**src/include/nim_plus_defines.svh**
```systemverilog
`ifndef NIM_PLUS_DEFINES_SVH
`define NIM_PLUS_DEFINES_SVH

// Host register bus
`define NIM_DATA_W   64   // Register word width
`define NIM_ADDR_W   7    // Word address width
`define NIM_N_REG    128  // Size of the register map

// First output select register, one per NIM output after it
`define NIM_MUX_BASE 60

// Output routing
`define NIM_N_OUT    4    // NIM outputs
`define NIM_N_SRC    12   // 8 NIM inputs then 4 LVDS inputs

// Threshold DAC serial link
`define DAC_BITS     16   // Bits per frame, MSB first
`define DAC_HALF     4    // clk_160 cycles per half period of the serial clock

`endif
```
**src/hw/nim_plus_pkg.sv**
```systemverilog
`include "nim_plus_defines.svh"

package nim_plus_pkg;

   typedef logic [`NIM_DATA_W-1:0] reg_word_t;  // One host register
   typedef logic [`DAC_BITS-1:0]   dac_word_t;  // One DAC frame
   typedef logic [7:0]             sel_t;       // Output source index

   // Mapped word addresses, anything else reads zero
   typedef enum logic [$clog2(`NIM_N_REG)-1:0]
   {
      REG_CTRL     = 0,
      REG_DAC_DATA = 1,                  // Frame in bits 15:0
      REG_DAC_CMD  = 2,                  // Bit 0 starts a transfer, bit 8 busy
      REG_MUX0     = `NIM_MUX_BASE,
      REG_MUX1     = `NIM_MUX_BASE + 1,
      REG_MUX2     = `NIM_MUX_BASE + 2,
      REG_MUX3     = `NIM_MUX_BASE + 3
   } reg_addr_t;

   // DAC transfer sequencing
   typedef enum logic [1:0]
   {
      DAC_IDLE,
      DAC_SYNC,   // nsync low, high half of the first bit
      DAC_SHIFT,
      DAC_DONE    // nsync back high, hold off one half period
   } dac_state_t;

endpackage

```
**src/hw/dac_bit_timer.sv**
```systemverilog
`timescale 1ns/1ps
`include "nim_plus_defines.svh"

module dac_bit_timer
(
   input  logic clk_160,
   input  logic arst_n,
   input  logic run,
   output logic half_tick,   // Last cycle of each half period
   output logic last_bit     // Both halves of the final bit
);

   localparam int N_BITS = $bits(nim_plus_pkg::dac_word_t);
   localparam int CW     = (`DAC_HALF > 1) ? $clog2(`DAC_HALF) : 1;
   localparam int HW     = $clog2(2 * N_BITS + 1);   // Room for the trailing half

   logic [CW-1:0] cyc_cnt;
   logic [HW-1:0] half_cnt;   // Half periods since run rose

   assign half_tick = run && (cyc_cnt == CW'(`DAC_HALF - 1));
   assign last_bit  = run && ((half_cnt >> 1) == HW'(N_BITS - 1));   // Bit index is half/2

   always_ff @(posedge clk_160 or negedge arst_n)
   begin
      if (!arst_n)
      begin
         cyc_cnt  <= '0;
         half_cnt <= '0;
      end
      else if (!run)
      begin
         cyc_cnt  <= '0;   // Restart with every frame
         half_cnt <= '0;
      end
      else if (half_tick)
      begin
         cyc_cnt  <= '0;
         half_cnt <= half_cnt + 1'b1;
      end
      else
      begin
         cyc_cnt <= cyc_cnt + 1'b1;
      end
   end

endmodule

```
**src/hw/dac_ctrl_fsm.sv**
```systemverilog
`timescale 1ns/1ps

module dac_ctrl_fsm
(
   input  logic clk_160,
   input  logic arst_n,
   input  logic start,
   input  logic half_tick,
   input  logic last_bit,
   output logic timer_run,
   output logic load,
   output logic shift,
   output logic nsync,
   output logic ser_clk,
   output logic busy
);

   nim_plus_pkg::dac_state_t state;
   nim_plus_pkg::dac_state_t state_nxt;

   always_comb
   begin
      state_nxt = state;
      case (state)
         nim_plus_pkg::DAC_IDLE:
            if (start)
               state_nxt = nim_plus_pkg::DAC_SYNC;
         nim_plus_pkg::DAC_SYNC:
            if (half_tick)
               state_nxt = nim_plus_pkg::DAC_SHIFT;   // First falling edge
         nim_plus_pkg::DAC_SHIFT:
            if (half_tick && !ser_clk && last_bit)
               state_nxt = nim_plus_pkg::DAC_DONE;    // End of last low half
         nim_plus_pkg::DAC_DONE:
            if (half_tick)
               state_nxt = nim_plus_pkg::DAC_IDLE;
         default:
            state_nxt = nim_plus_pkg::DAC_IDLE;
      endcase
   end

   assign busy      = (state != nim_plus_pkg::DAC_IDLE);
   assign timer_run = busy;                                  // Timer clears in idle
   assign load      = (state == nim_plus_pkg::DAC_IDLE) && start;   // Starts while busy dropped
   // Next bit at the end of each low half, none after the last
   assign shift     = (state == nim_plus_pkg::DAC_SHIFT) && half_tick && !ser_clk && !last_bit;

   always_ff @(posedge clk_160 or negedge arst_n)
   begin
      if (!arst_n)
      begin
         state   <= nim_plus_pkg::DAC_IDLE;
         nsync   <= 1'b1;
         ser_clk <= 1'b1;   // Idles high
      end
      else
      begin
         state <= state_nxt;
         if (load)
            nsync <= 1'b0;
         else if (state == nim_plus_pkg::DAC_SHIFT && state_nxt == nim_plus_pkg::DAC_DONE)
            nsync <= 1'b1;
         // Toggle per half period, ends high after the last bit
         if (half_tick && (state == nim_plus_pkg::DAC_SYNC || state == nim_plus_pkg::DAC_SHIFT))
            ser_clk <= !ser_clk;
      end
   end

   // Frame framing never escapes the busy window
   a_nsync_busy: assert property (@(posedge clk_160) disable iff (!arst_n) !nsync |-> busy);

   // A start mid frame leaves the framing alone
   a_start_ignored: assert property (@(posedge clk_160) disable iff (!arst_n)
      (start && state == nim_plus_pkg::DAC_SHIFT) |=>
         (state == nim_plus_pkg::DAC_SHIFT && !nsync) ||
         (state == nim_plus_pkg::DAC_DONE && nsync));

endmodule

```
**src/hw/dac_shift_reg.sv**
```systemverilog
`timescale 1ns/1ps

module dac_shift_reg
(
   input  logic                    clk_160,
   input  logic                    arst_n,
   input  logic                    load,
   input  logic                    shift,
   input  nim_plus_pkg::dac_word_t word,
   output logic                    din
);

   localparam int W = $bits(nim_plus_pkg::dac_word_t);

   nim_plus_pkg::dac_word_t sreg;

   always_ff @(posedge clk_160 or negedge arst_n)
   begin
      if (!arst_n)
         sreg <= '0;
      else if (load)
         sreg <= word;                      // Frame captured at start
      else if (shift)
         sreg <= {sreg[W-2:0], 1'b0};       // Next bit up to the MSB
   end

   assign din = sreg[W-1];   // MSB first on the wire

endmodule

```
**src/hw/nim_plus_top.sv**
```systemverilog
`timescale 1ns/1ps
`include "nim_plus_defines.svh"

module nim_plus_top
(
   input  logic                    clk_160,
   input  logic                    arst_n,

   // Host register bus
   input  logic                    wr,
   input  logic                    rd,
   input  logic [`NIM_ADDR_W-1:0]  addr,
   input  nim_plus_pkg::reg_word_t wr_data,
   output logic                    wr_ack,
   output logic                    rd_ack,
   output nim_plus_pkg::reg_word_t rd_data,

   // Front panel
   input  logic [7:0]              nim_in,
   input  logic [3:0]              lvds_in,
   output logic [`NIM_N_OUT-1:0]   nim_out,

   // Threshold DAC
   output logic                    dac_ser_clk,
   output logic                    dac_nsync,
   output logic                    dac_din
);

   logic                    dac_busy;
   logic                    dac_start;
   nim_plus_pkg::dac_word_t dac_word;
   nim_plus_pkg::sel_t      sel0;
   nim_plus_pkg::sel_t      sel1;
   nim_plus_pkg::sel_t      sel2;
   nim_plus_pkg::sel_t      sel3;
   logic                    timer_run;
   logic                    half_tick;
   logic                    last_bit;
   logic                    dac_load;
   logic                    dac_shift;

   param_regs param_regs_inst
   (
      .clk_160   (clk_160),
      .arst_n    (arst_n),
      .wr        (wr),
      .rd        (rd),
      .addr      (addr),
      .wr_data   (wr_data),
      .wr_ack    (wr_ack),
      .rd_ack    (rd_ack),
      .rd_data   (rd_data),
      .dac_busy  (dac_busy),
      .dac_start (dac_start),
      .dac_word  (dac_word),
      .sel0      (sel0),
      .sel1      (sel1),
      .sel2      (sel2),
      .sel3      (sel3)
   );

   output_router output_router_inst
   (
      .clk_160 (clk_160),
      .arst_n  (arst_n),
      .nim_in  (nim_in),
      .lvds_in (lvds_in),
      .sel0    (sel0),
      .sel1    (sel1),
      .sel2    (sel2),
      .sel3    (sel3),
      .nim_out (nim_out)
   );

   dac_ctrl_fsm dac_ctrl_fsm_inst
   (
      .clk_160   (clk_160),
      .arst_n    (arst_n),
      .start     (dac_start),
      .half_tick (half_tick),
      .last_bit  (last_bit),
      .timer_run (timer_run),
      .load      (dac_load),
      .shift     (dac_shift),
      .nsync     (dac_nsync),
      .ser_clk   (dac_ser_clk),
      .busy      (dac_busy)   // Also read back in REG_DAC_CMD
   );

   dac_bit_timer dac_bit_timer_inst
   (
      .clk_160   (clk_160),
      .arst_n    (arst_n),
      .run       (timer_run),
      .half_tick (half_tick),
      .last_bit  (last_bit)
   );

   dac_shift_reg dac_shift_reg_inst
   (
      .clk_160 (clk_160),
      .arst_n  (arst_n),
      .load    (dac_load),
      .shift   (dac_shift),
      .word    (dac_word),
      .din     (dac_din)
   );

endmodule

```
**src/hw/output_router.sv**
```systemverilog
`timescale 1ns/1ps
`include "nim_plus_defines.svh"

module output_router
(
   input  logic                   clk_160,
   input  logic                   arst_n,
   input  logic [7:0]             nim_in,
   input  logic [3:0]             lvds_in,
   input  nim_plus_pkg::sel_t     sel0,
   input  nim_plus_pkg::sel_t     sel1,
   input  nim_plus_pkg::sel_t     sel2,
   input  nim_plus_pkg::sel_t     sel3,
   output logic [`NIM_N_OUT-1:0]  nim_out
);

   localparam int IW = $clog2(`NIM_N_SRC);

   logic [`NIM_N_SRC-1:0] src;
   nim_plus_pkg::sel_t    sel [`NIM_N_OUT];
   logic [`NIM_N_OUT-1:0] route;

   assign src     = {lvds_in, nim_in};   // NIM 0..7, LVDS 8..11
   assign sel     = '{sel0, sel1, sel2, sel3};

   always_comb
   begin
      for (int i = 0; i < `NIM_N_OUT; i++)
      begin
         if (sel[i] < `NIM_N_SRC)
            route[i] = src[sel[i][IW-1:0]];
         else
            route[i] = 1'b0;   // Out of range selection
      end
   end

   // One cycle from source to pin
   always_ff @(posedge clk_160 or negedge arst_n)
   begin
      if (!arst_n)
         nim_out <= '0;
      else
         nim_out <= route;
   end

endmodule

```
**src/hw/param_regs.sv**
```systemverilog
`timescale 1ns/1ps
`include "nim_plus_defines.svh"

module param_regs
(
   input  logic                    clk_160,
   input  logic                    arst_n,

   input  logic                    wr,
   input  logic                    rd,
   input  logic [`NIM_ADDR_W-1:0]  addr,
   input  nim_plus_pkg::reg_word_t wr_data,
   output logic                    wr_ack,
   output logic                    rd_ack,
   output nim_plus_pkg::reg_word_t rd_data,

   input  logic                    dac_busy,
   output logic                    dac_start,   // One cycle pulse
   output nim_plus_pkg::dac_word_t dac_word,

   output nim_plus_pkg::sel_t      sel0,
   output nim_plus_pkg::sel_t      sel1,
   output nim_plus_pkg::sel_t      sel2,
   output nim_plus_pkg::sel_t      sel3
);

   localparam int SEL_W = $bits(nim_plus_pkg::sel_t);
   localparam int DAC_W = $bits(nim_plus_pkg::dac_word_t);

   nim_plus_pkg::reg_addr_t reg_addr;
   nim_plus_pkg::reg_word_t ctrl_q;                  // Spare control word
   nim_plus_pkg::reg_word_t dac_data_q;
   nim_plus_pkg::reg_word_t mux_q [`NIM_N_OUT];      // Full words, upper bits kept
   nim_plus_pkg::reg_word_t rd_mux;

   assign reg_addr = nim_plus_pkg::reg_addr_t'(addr);

   // Write decode and acks
   always_ff @(posedge clk_160 or negedge arst_n)
   begin
      if (!arst_n)
      begin
         ctrl_q     <= '0;
         dac_data_q <= '0;
         for (int i = 0; i < `NIM_N_OUT; i++)
            mux_q[i] <= nim_plus_pkg::reg_word_t'(i);   // Output n follows NIM input n
         dac_start  <= 1'b0;
         wr_ack     <= 1'b0;
         rd_ack     <= 1'b0;
      end
      else
      begin
         wr_ack    <= wr;
         rd_ack    <= rd;
         dac_start <= 1'b0;   // Self clearing
         if (wr)
         begin
            case (reg_addr)
               nim_plus_pkg::REG_CTRL:     ctrl_q     <= wr_data;
               nim_plus_pkg::REG_DAC_DATA: dac_data_q <= wr_data;
               nim_plus_pkg::REG_DAC_CMD:  dac_start  <= wr_data[0];
               nim_plus_pkg::REG_MUX0:     mux_q[0]   <= wr_data;
               nim_plus_pkg::REG_MUX1:     mux_q[1]   <= wr_data;
               nim_plus_pkg::REG_MUX2:     mux_q[2]   <= wr_data;
               nim_plus_pkg::REG_MUX3:     mux_q[3]   <= wr_data;
               default:                    ;          // Unmapped, dropped
            endcase
         end
      end
   end

   // Readback select
   always_comb
   begin
      rd_mux = '0;
      case (reg_addr)
         nim_plus_pkg::REG_CTRL:     rd_mux    = ctrl_q;
         nim_plus_pkg::REG_DAC_DATA: rd_mux    = dac_data_q;
         nim_plus_pkg::REG_DAC_CMD:  rd_mux[8] = dac_busy;   // Command bit reads 0
         nim_plus_pkg::REG_MUX0:     rd_mux    = mux_q[0];
         nim_plus_pkg::REG_MUX1:     rd_mux    = mux_q[1];
         nim_plus_pkg::REG_MUX2:     rd_mux    = mux_q[2];
         nim_plus_pkg::REG_MUX3:     rd_mux    = mux_q[3];
         default:                    rd_mux    = '0;
      endcase
   end

   // Returned with rd_ack
   always_ff @(posedge clk_160)
   begin
      if (rd)
         rd_data <= rd_mux;
   end

   assign dac_word = dac_data_q[DAC_W-1:0];
   assign sel0     = mux_q[0][SEL_W-1:0];
   assign sel1     = mux_q[1][SEL_W-1:0];
   assign sel2     = mux_q[2][SEL_W-1:0];
   assign sel3     = mux_q[3][SEL_W-1:0];

   // Host never reads and writes in the same cycle
   a_no_wr_rd: assert property (@(posedge clk_160) disable iff (!arst_n) !(wr && rd));

endmodule

```
**config.mk**
```make
export PLATFORM = sky130hd
export DESIGN_NAME = nim_plus_top
export DESIGN_NICKNAME = d
export VERILOG_FILES = /design/src/hw/nim_plus_pkg.sv /design/src/hw/dac_bit_timer.sv /design/src/hw/dac_ctrl_fsm.sv /design/src/hw/dac_shift_reg.sv /design/src/hw/nim_plus_top.sv /design/src/hw/output_router.sv /design/src/hw/param_regs.sv
export VERILOG_INCLUDE_DIRS = /design/src /design/src/include
export SDC_FILE = /design/constraint.sdc
export NUM_CORES = 1
export LEC_CHECK = 0
export ABC_AREA = 1
export BUFFER_PORTS_ARGS = -buffer_cell sky130_fd_sc_hd__buf_2
export CAP_MARGIN = 10
export CORE_MARGIN = 3
export CORE_UTILIZATION = 50
export CTS_CLUSTER_DIAMETER = 60
export DETAILED_ROUTE_END_ITERATION = 8
export GPL_TIMING_DRIVEN = 1
export MAX_ROUTING_LAYER = met4
export PLACE_DENSITY = 0.68
export RECOVER_POWER = 25
export SETUP_SLACK_MARGIN = 0.05
export SLEW_MARGIN = 20
export SYNTH_ARGS = -nofsm -noshare
export SYNTH_HDL_FRONTEND = slang
export SYNTH_SLANG_ARGS = --single-unit
export TNS_END_PERCENT = 1
```
**constraint.sdc**
```tcl
create_clock -name clk_160 -period 1.8 [get_ports clk_160]
set_input_delay 0.18 -clock clk_160 [delete_from_list [all_inputs] [get_ports clk_160]]
set_output_delay 0.18 -clock clk_160 [all_outputs]
set_load 0.005 [all_outputs]
```
Word level (Yosys, flattened, before mapping)
Index checks and enable logic that the tools add are counted.
{"block": "classes", "magnitude_cmp": 8, "reduce_logical": 24, "add_sub_neg": 2, "n_eq_ne": 13, "mux": 30}
{"operator": "55-bit one-hot mux with 6 select lines", "n": 1}
{"operator": "8-bit one-hot mux with 6 select lines", "n": 1}
{"operator": "8-bit by 4-bit less-than comparator with 1-bit output (second input constant)", "n": 4}
{"operator": "16-bit two-way mux", "n": 2}
{"operator": "7-bit by 6-bit == test with 1-bit output (second input constant)", "n": 4}
{"operator": "4-bit by 5-bit less-than comparator with 1-bit output (second input constant)", "n": 4}
{"operator": "1-bit binary-select mux with 4-bit select", "n": 4}
{"operator": "1-bit two-way mux", "n": 12}
{"operator": "2-bit two-way mux", "n": 6}
{"operator": "6-bit two-way mux", "n": 2}
{"operator": "2-bit AND reduction", "n": 6}
{"operator": "1-bit logical AND", "n": 10}
{"operator": "2-bit == test (second input constant)", "n": 4}
{"operator": "2-bit one-hot mux with 4 select lines", "n": 1}
{"operator": "7-bit by 1-bit == test with 1-bit output (second input constant)", "n": 1}
{"operator": "7-bit by 2-bit == test with 1-bit output (second input constant)", "n": 1}
{"operator": "7-bit logical NOT", "n": 1}
{"operator": "1-bit one-hot mux with 7 select lines", "n": 1}
{"operator": "6-bit by 1-bit adder with 6-bit output (second input constant)", "n": 1}
{"operator": "2-bit nonzero test", "n": 3}
{"operator": "5-bit by 4-bit == test with 1-bit output (second input constant)", "n": 1}
{"operator": "2-bit by 1-bit adder with 2-bit output (second input constant)", "n": 1}
{"operator": "2-bit by 1-bit == test with 1-bit output (second input constant)", "n": 1}
{"operator": "1-bit logical NOT", "n": 2}
{"operator": "other kinds (3)", "n": 3}
{"block": "word_totals", "input_bits": 87, "elab_cells": 94, "reg_bits": 483, "out_inout_bits": 73}

Longest topological paths before layout
Gate-level depths: netlist of the first run.
{"block": "depth", "word_depth": 10, "ltp_mapped": 11, "mapped_depth_nobuf": 10}

Cells and area by module
From an unflattened synthesis of the first run, not the netlist that was laid out.
{"block": "hier_totals", "hier_cells": 2766, "area_unflattened_um2": 22567.9}
{"module": "param_regs", "cells_each": 2436, "area_per_inst_um2": 20405.8, "seq_area_each_um2": 11611.1, "instances": 1}
{"module": "dac_shift_reg", "cells_each": 87, "area_per_inst_um2": 759.5, "seq_area_each_um2": 400.4, "instances": 1}
{"module": "output_router", "cells_each": 152, "area_per_inst_um2": 680.7, "seq_area_each_um2": 100.1, "instances": 1}
{"module": "dac_bit_timer", "cells_each": 49, "area_per_inst_um2": 396.6, "seq_area_each_um2": 200.2, "instances": 1}
{"module": "dac_ctrl_fsm", "cells_each": 42, "area_per_inst_um2": 325.3, "seq_area_each_um2": 102.6, "instances": 1}

Worst setup path before layout of the first run
No wires, ideal clock.
{"block": "synth_path", "kind": "reg-to-reg", "from": "register dac_ctrl_fsm_inst.state[0]", "to": "register dac_shift_reg_inst.sreg[10]", "period_less_slack_ns": 1.624, "setup_time_ns": 0.077, "slack_ns": 0.176, "n_path_buf": 2, "required_time_ns": 1.723, "stages_incl_launch_ff": 10, "arrival_time_ns": 1.546, "cell_sequence": "dfrtp_1 > inv_1 > ha_1 > buf_2 > nor2_2 > nand2_1 > o21ai_1 > buf_2 > nor2_1 > a21oi_1"}
{"block": "synth_via", "elab_chain_len": 6, "word_cells_on_any_way": 12, "cone_classes": "eq/ne (1); mux (1); reduce/logical (10)"}
{"item": "start, declared", "line_no": "dac_ctrl_fsm.sv:18", "source": "nim_plus_pkg::dac_state_t state;"}
{"item": "start signal, assigned", "line_no": "dac_ctrl_fsm.sv:52", "source": "state <= nim_plus_pkg::DAC_IDLE;"}
{"item": "start signal, assigned", "line_no": "dac_ctrl_fsm.sv:58", "source": "state <= state_nxt;"}
{"item": "2-bit nonzero test", "line_no": "dac_ctrl_fsm.sv:42", "source": "assign busy = (state != nim_plus_pkg::DAC_IDLE);"}
{"item": "1-bit logical AND", "line_no": "dac_bit_timer.sv:20", "source": "assign half_tick = run && (cyc_cnt == CW'(`DAC_HALF - 1));"}
{"item": "1-bit logical AND (3 in a row)", "line_no": "dac_ctrl_fsm.sv:46", "source": "assign shift = (state == nim_plus_pkg::DAC_SHIFT) && half_tick && !ser_clk && !last_bit;"}
{"item": "2-bit nonzero test (no line)"}
{"item": "end signal, assigned", "line_no": "dac_shift_reg.sv:22", "source": "sreg <= word;"}
{"item": "end signal, assigned", "line_no": "dac_shift_reg.sv:24", "source": "sreg <= {sreg[W-2:0], 1'b0};"}
{"item": "end, declared", "line_no": "dac_shift_reg.sv:15", "source": "nim_plus_pkg::dac_word_t sreg;"}
Several ways; a longest one is shown, not always the timed one.
A chain may end at the register's enable or synchronous reset.

Worst setup path after layout of the first run
{"block": "layout_path", "from": "register dac_ctrl_fsm_inst.state[1]", "to": "register dac_shift_reg_inst.sreg[15]"}
The elaborated chain is that of the path after synthesis.

==> impl_metrics.py, run 1 <==
metrics = {
    "global_route": {
        "grt_overflow": 0,
        "antenna_found_initial": 0,
        "grt_use_total_pct": 24.63,
        "grt_max_degree": 89,
        "grt_pass1_wl_um": 84860,
        "grt_pass1_vias": 15960,
    },
    "critical_path": {
        "cp.arrival_ns": 2.18,
        "crit_path_end_kind": "flop",
        "cp.required_ns": 2.30,
        "cp_cell_sequence": "inv_2, ha_4, nor2_2, nand2_1, o21ai_4, clkbuf_16, nor2_1, a21oi_1",
        "r2r_start": "dac_ctrl_fsm_inst.state[1]$_DFF_PN0_",
        "crit_path_start_kind": "flop",
        "crit_family": "flip-flops",
        "path_buf_inv": 2,
        "slowest_stage": "dfrtp_1",
        "worstPathMaxFanout": 8,
        "cpPeakStageDelay_ns": 0.42,
        "rr_endpoint": "dac_shift_reg_inst.sreg[15]$_DFFE_PN0P_",
        "path_class": "reg -> reg",
        "r2r_cells": 8,
        "rrSetupSlack_ns": 0.12,
    },
    "synth": {
        "async_reset_ff_share_pct": 86.75,
        "ys_warn_count": 0,
        "synth_edf_count": 64,
        "syn_nets": 2452,
        "synth_area_um2": 20540,
        "ys_top_cells_by_count": "nand2_1, dfrtp_1, o21ai_0",
        "syn_inst": 2358,
        "yosys.area.top_type_share_pct": 50.31,
        "postSynthAreaPerCell_um2": 8.712,
        "synth.most_common_cell": "nand2_1",
        "synthFlopType": "dfrtp_1",
        "yosysSeqAreaShare_pct": 60.43,
        "yosysTopAreaCell": "dfrtp_1",
        "synth.distinct_cells": 31,
        "synth-seq-cells": 483,
        "synth_area_leaders": "dfrtp_1, nand2_1, edfxtp_1",
    },
    "die": {
        "core_area_um2": 40190,
        "start_util_pct": 51.11,
        "fp.dieW_um": 208.7,
        "die_h_um": 208.7,
        "rows": 73,
        "dieArea_um2": 43550,
        "pin_count": 160,
    },
    "clock_network": {
        "clock-sinks": 483,
        "clk_path_buf_depth": 3,
        "cts_tree": "done",
        "cts.htree.levels": 2,
        "cts_buffers": 51,
        "clk_pin_slew_ns": 0.06,
        "clk_latency_ns": 0.58,
        "cts_root_buf": "clkbuf_16",
    },
    "detailed_routing": {
        "vias": 16390,
        "wl_per_cell_um": 16.62,
        "drt_iter0_drc": 1376,
        "first_pass_iters": 6,
        "wl_um": 52000,
        "vias_per_cell": 5.239,
        "drc": 0,
        "detail-route-antenna-nets": 0,
    },
    "cells_and_area": {
        "utilization_pct": 61.32,
        "nFillCells": 3452,
        "n_antenna_cell": 0,
        "nNetsFinal": 2657,
        "fin_area_um2": 24640,
        "fin_cells": 3129,
        "drive_above_1_share_pct": 12.40,
        "syn2layout_area_growth_pct": 19.97,
    },
    "placed_design": {
        "place_ws_ns": 0.08197,
        "postPlaceCellArea_um2": 22320,
        "hpwl_um": 31570,
        "place_inst": 2964,
        "gp_congestion": 0.8580,
        "port-buffer-count": 159,
    },
    "sta": {
        "slew_headroom_pct": 21.83,
        "finalCriticalPeriod_ns": 1.682,
        "hold_ws_ns": 0.09662,
        "fmax_ghz": 0.5945,
        "finalSetupTns_ns": 0,
        "slew_viol_final": 0,
        "worst_pin_slew_ns": 1.173,
        "setup_viol": 0,
        "period_share_pct": 93.45,
        "setup_ws_ns": 0.1179,
        "rsz0062_at_grt": "true",
        "skew_ns": 0.009934,
        "hold_violations": 0,
    },
    "min_path": {
        "min-delay-path-class": "in -> reg",
        "min_delay_worst_endpoint": "output_router_inst.nim_out[3]$_DFF_PN0_",
        "hp-start": "lvds_in[2]",
        "holdPathStages": 5,
    },
    "run_status": {
        "status": "completed",
    },
    "power_and_ir_drop": {
        "power.total_mw": 25.66,
        "p_leak_nw": 11.80,
        "power_density_nw_per_um2": 1041,
        "ir_worst_vdd_mv": 0.6972,
    },
    "job": {
        "cap_violations": 0,
    },
}
## placed cells by master, fill, tap and decap left out, types with 7 or more instances in the layout
cell type / Yosys / final
nand3_1: 87 / 86
o21ai_1: 152 / 151
buf_12: 0 / 29
edfxtp_1: 64 / 64
o21ai_0: 313 / 313
mux2i_1: 11 / 11
o211ai_1: 12 / 12
clkbuf_8: 0 / 14
dlygate4sd3_1: 0 / 67
nand2_1: 824 / 819
a21oi_1: 33 / 33
clkbuf_1: 40 / 14
clkinv_2: 0 / 7
buf_2: 87 / 158
buf_4: 0 / 15
nor2_1: 96 / 94
clkbuf_16: 0 / 56
dfrtp_1: 413 / 412
inv_1: 182 / 180
## how the worst max path moves through the flow
stage | startpoint | slack (ns) | cells after the start | end
global placement | addr[3] | 0.16 | 10 | param_regs_inst.rd_data[6]$_DFFE_PP_
finish | dac_ctrl_fsm_inst.state[1]$_DFF_PN0_ | 0.12 | 8 | dac_shift_reg_inst.sreg[15]$_DFFE_PN0P_
floorplan | dac_ctrl_fsm_inst.state[0]$_DFF_PN0_ | 0.18 | 9 | dac_shift_reg_inst.sreg[10]$_DFFE_PN0P_
detailed placement | addr[0] | 0.08 | 9 | param_regs_inst.mux_q[94]$_DFFE_PN0P_
CTS | dac_ctrl_fsm_inst.state[0]$_DFF_PN0_ | 0.08 | 8 | dac_shift_reg_inst.sreg[4]$_DFFE_PN0P_
global route | dac_ctrl_fsm_inst.state[1]$_DFF_PN0_ | 0.01 | 9 | dac_shift_reg_inst.sreg[10]$_DFFE_PN0P_
## area by class of cell
cell class	count	area [µm²]	area share, %
Clock buffer	81	1593	6.463
Clock inverter	13	102.6	0.4163
Inverter	186	700.7	2.843
Multi-Input combinational cell	1559	6904	28.02
Sequential cell	483	12420	50.38
Tap cell	525	656.9	2.666
Timing Repair Buffer	282	2271	9.215
## per-layer routing
layer | share of wire, % | vias to the layer above | GRT usage, % | wire (µm)
li1 | - | 8001 | - | -
met2 | 46 | 462 | 37.91 | 23950
met4 | 2.0 | 0 | 6.605 | 1028
met3 | 5.6 | 72 | 3.228 | 2933
met5 | 0 | - | - | 0
met1 | 46 | 7858 | 35.01 | 24090
## worst min-delay path: cells and delay by family
family	cells	cell delay, ns
buffers and inverters	1	0.13
AOI/OAI and AO/OA	3	0.25
and+or+nand+nor	1	0.07
## state kept, by name, indices dropped and copies added, names as in the netlist, 8 cells and up
register	cells
param_regs_inst.dac_data_q	64
dac_shift_reg_inst.sreg	16
param_regs_inst.sel1	8
param_regs_inst.mux_q	224
param_regs_inst.sel0	8
param_regs_inst.rd_data	64
param_regs_inst.sel3	8
param_regs_inst.sel2	8
param_regs_inst.ctrl_q	64
## cells by family after synthesis
family	after synthesis	synth area share [%]
AND/OR/NAND/NOR	1023	19.42
AO/OA/AOI/OAI	517	12.80
flip-flops	483	60.43
buffers and inverters	316	6.341
multiplexers	11	0.5360
adder cells (fa/ha/maj)	7	0.4263
XOR/XNOR	1	0.04264
## power by group
part           internal [mW]  switching (mW)
logic                   1.04            1.41
clock network           6.21            4.29
registers               12.1           0.602
## timing repair
item	4_1_cts	5_1_grt
hold buffers	67	0
gates resized for setup	0	10
buffers inserted	0	2
endpoints found under the hold margin	579	0
setup endpoints to repair	0	18
Note: power is estimated with default switching activity, not from simulation.
==> run 2, diff against run 1 <==
Settings changed: CORE_UTILIZATION 50 to 59, PLACE_DENSITY 0.68 to 0.79.
==> impl_metrics.py, run 2 (synthesized netlist as in run 1, its figures left out) <==
metrics = {
    "job": {
        "cap_violations": 0,
    },
    "detailed_routing": {
        "first_pass_iters": 6,
        "drc": 0,
        "wl_um": 53770,
        "vias_per_cell": 5.612,
        "drt_iter0_drc": 1647,
        "wl_per_cell_um": 17.60,
        "vias": 17150,
        "detail-route-antenna-nets": 0,
    },
    "sta": {
        "worst_pin_slew_ns": 1.181,
        "setup_viol": 0,
        "slew_viol_final": 0,
        "period_share_pct": 95.52,
        "fmax_ghz": 0.5816,
        "skew_ns": 0.01456,
        "finalCriticalPeriod_ns": 1.719,
        "finalSetupTns_ns": 0,
        "hold_ws_ns": 0.02990,
        "hold_violations": 0,
        "setup_ws_ns": 0.08063,
        "slew_headroom_pct": 21.29,
    },
    "critical_path": {
        "crit_path_end_kind": "flop",
        "cp.arrival_ns": 2.19,
        "cp_cell_sequence": "inv_2, ha_2, inv_2, nor2_2, nand2_2, o21ai_4, buf_12, nor2_1, a21oi_1",
        "path_buf_inv": 3,
        "path_class": "reg -> reg",
        "cp.required_ns": 2.28,
        "cpMostUsedCell": "inv_2",
        "cpPeakStageDelay_ns": 0.39,
        "worstPathMaxFanout": 8,
        "crit_family": "compound AO/OA/AOI/OAI gates",
        "crit_path_start_kind": "flop",
        "slowest_stage": "dfrtp_1",
    },
    "placed_design": {
        "place_inst": 2893,
        "gp_congestion": 0.9150,
        "hpwl_um": 32340,
        "postPlaceCellArea_um2": 22280,
        "place_ws_ns": 0.1079,
        "port-buffer-count": 159,
    },
    "global_route": {
        "antenna_found_initial": 0,
        "grt_use_total_pct": 30.47,
        "grt_pass1_vias": 17060,
        "grt_overflow": 0,
        "grt_pass1_wl_um": 87530,
        "grt_max_degree": 70,
    },
    "die": {
        "fp.dieW_um": 192.6,
        "die_h_um": 192.6,
        "pin_count": 160,
        "start_util_pct": 60.50,
        "rows": 67,
        "dieArea_um2": 37090,
        "core_area_um2": 33950,
    },
    "clock_network": {
        "cts_root_buf": "clkbuf_16",
        "clock-sinks": 483,
        "cts.htree.levels": 2,
        "clk_pin_slew_ns": 0.06,
        "clk_path_buf_depth": 3,
        "cts_buffers": 49,
        "cts_tree": "done",
        "clk_latency_ns": 0.57,
    },
    "cells_and_area": {
        "largest_reg_flops": 224,
        "syn2layout_area_growth_pct": 19.66,
        "n_antenna_cell": 0,
        "mostFrequentLayoutCell": "nand2_1",
        "top_register": "param_regs_inst.mux_q",
        "final_cell_mix": "nand2_1, dfrtp_1, o21ai_0",
        "utilization_pct": 72.40,
        "fin_cells": 3055,
        "nNetsFinal": 2661,
        "drive_above_1_share_pct": 12.47,
        "fin_area_um2": 24580,
    },
    "power_and_ir_drop": {
        "ir_worst_vdd_mv": 0.7683,
        "p_leak_nw": 11.81,
        "power.total_mw": 25.56,
        "power_density_nw_per_um2": 1040,
    },
    "min_path": {
        "min-delay-path-class": "in -> reg",
    },
    "run_status": {
        "status": "completed",
    },
}
[run 2: changes by cell type in the layout (fill, tap and decap cells not counted), sizes merged]
cell / previous run / this run
buf: 202 / 210
dlygate4sd3: 67 / 65
clkinv: 9 / 20
bufinv: 1 / 6
clkbuf: 94 / 72
clkinvlp: 1 / 4
[run 2: path summary, 6_finish.rpt]
| kind | start | endpoint | slack [ns] | cells past startpoint |
|---|---|---|---|---|
| worst max-delay path | dac_ctrl_fsm_inst.state[0]$_DFF_PN0_ | dac_shift_reg_inst.sreg[15]$_DFFE_PN0P_ | 0.08 | 9 |
| worst min-delay path | wr_data[2] | param_regs_inst.ctrl_q[2]$_DFFE_PN0P_ | 0.03 | 3 |
| worst max register to register | dac_ctrl_fsm_inst.state[0]$_DFF_PN0_ | dac_shift_reg_inst.sreg[15]$_DFFE_PN0P_ | 0.08 | 9 |
| max in group asynchronous | arst_n | param_regs_inst.mux_q[61]$_DFFE_PN0P_ | 0.42 | 3 |
| worst min register to register | dac_bit_timer_inst.cyc_cnt[0]$_DFF_PN0_ | dac_bit_timer_inst.cyc_cnt[0]$_DFF_PN0_ | 0.44 | 1 |
| min in group asynchronous | arst_n | param_regs_inst.sel3[7]$_DFFE_PN0P_ | 0.15 | 2 |
[run 2: power breakdown]
group | switching (mW) | internal [mW]
combinational | 1.51 | 1.07
clock | 4.25 | 5.99
sequential | 0.628 | 12.1
total | 6.39 | 19.2
[run 2: metal layers]
| metal | vias to the layer above | part of all wire, % | track usage, % |
|---|---|---|---|
| met3 | 130 | 7.2 | 4.886 |
| met5 | - | 0 | - |
| met2 | 761 | 48 | 47.67 |
| met4 | 0 | 2.6 | 9.975 |
| li1 | 7995 | - | - |
| met1 | 8260 | 42 | 41.41 |
[run 2: layout make-up]
class | count | area [µm²]
Tap cell | 448 | 560.5
Clock inverter | 32 | 322.8
Multi-Input combinational cell | 1559 | 6907
Inverter | 186 | 698.2
Fill cell | 2473 | 9370
Clock buffer | 59 | 1294
Sequential cell | 483 | 12410
Timing Repair Buffer | 288 | 2385
[run 2: worst reg2reg max path: stages (launching register included)]
cell and delay, ns:
dfrtp_1 0.39, inv_2 0.10, ha_2 0.18, inv_2 0.05
nor2_2 0.15, nand2_2 0.10, o21ai_4 0.28, buf_12 0.17
nor2_1 0.05, a21oi_1 0.16
[run 2: what timing repair did]
action,4_1_cts,5_1_grt
hold buffers,65,0
setup endpoints to repair,0,16
hold endpoints to repair,487,0
setup buffers,0,4
resized for setup,0,10
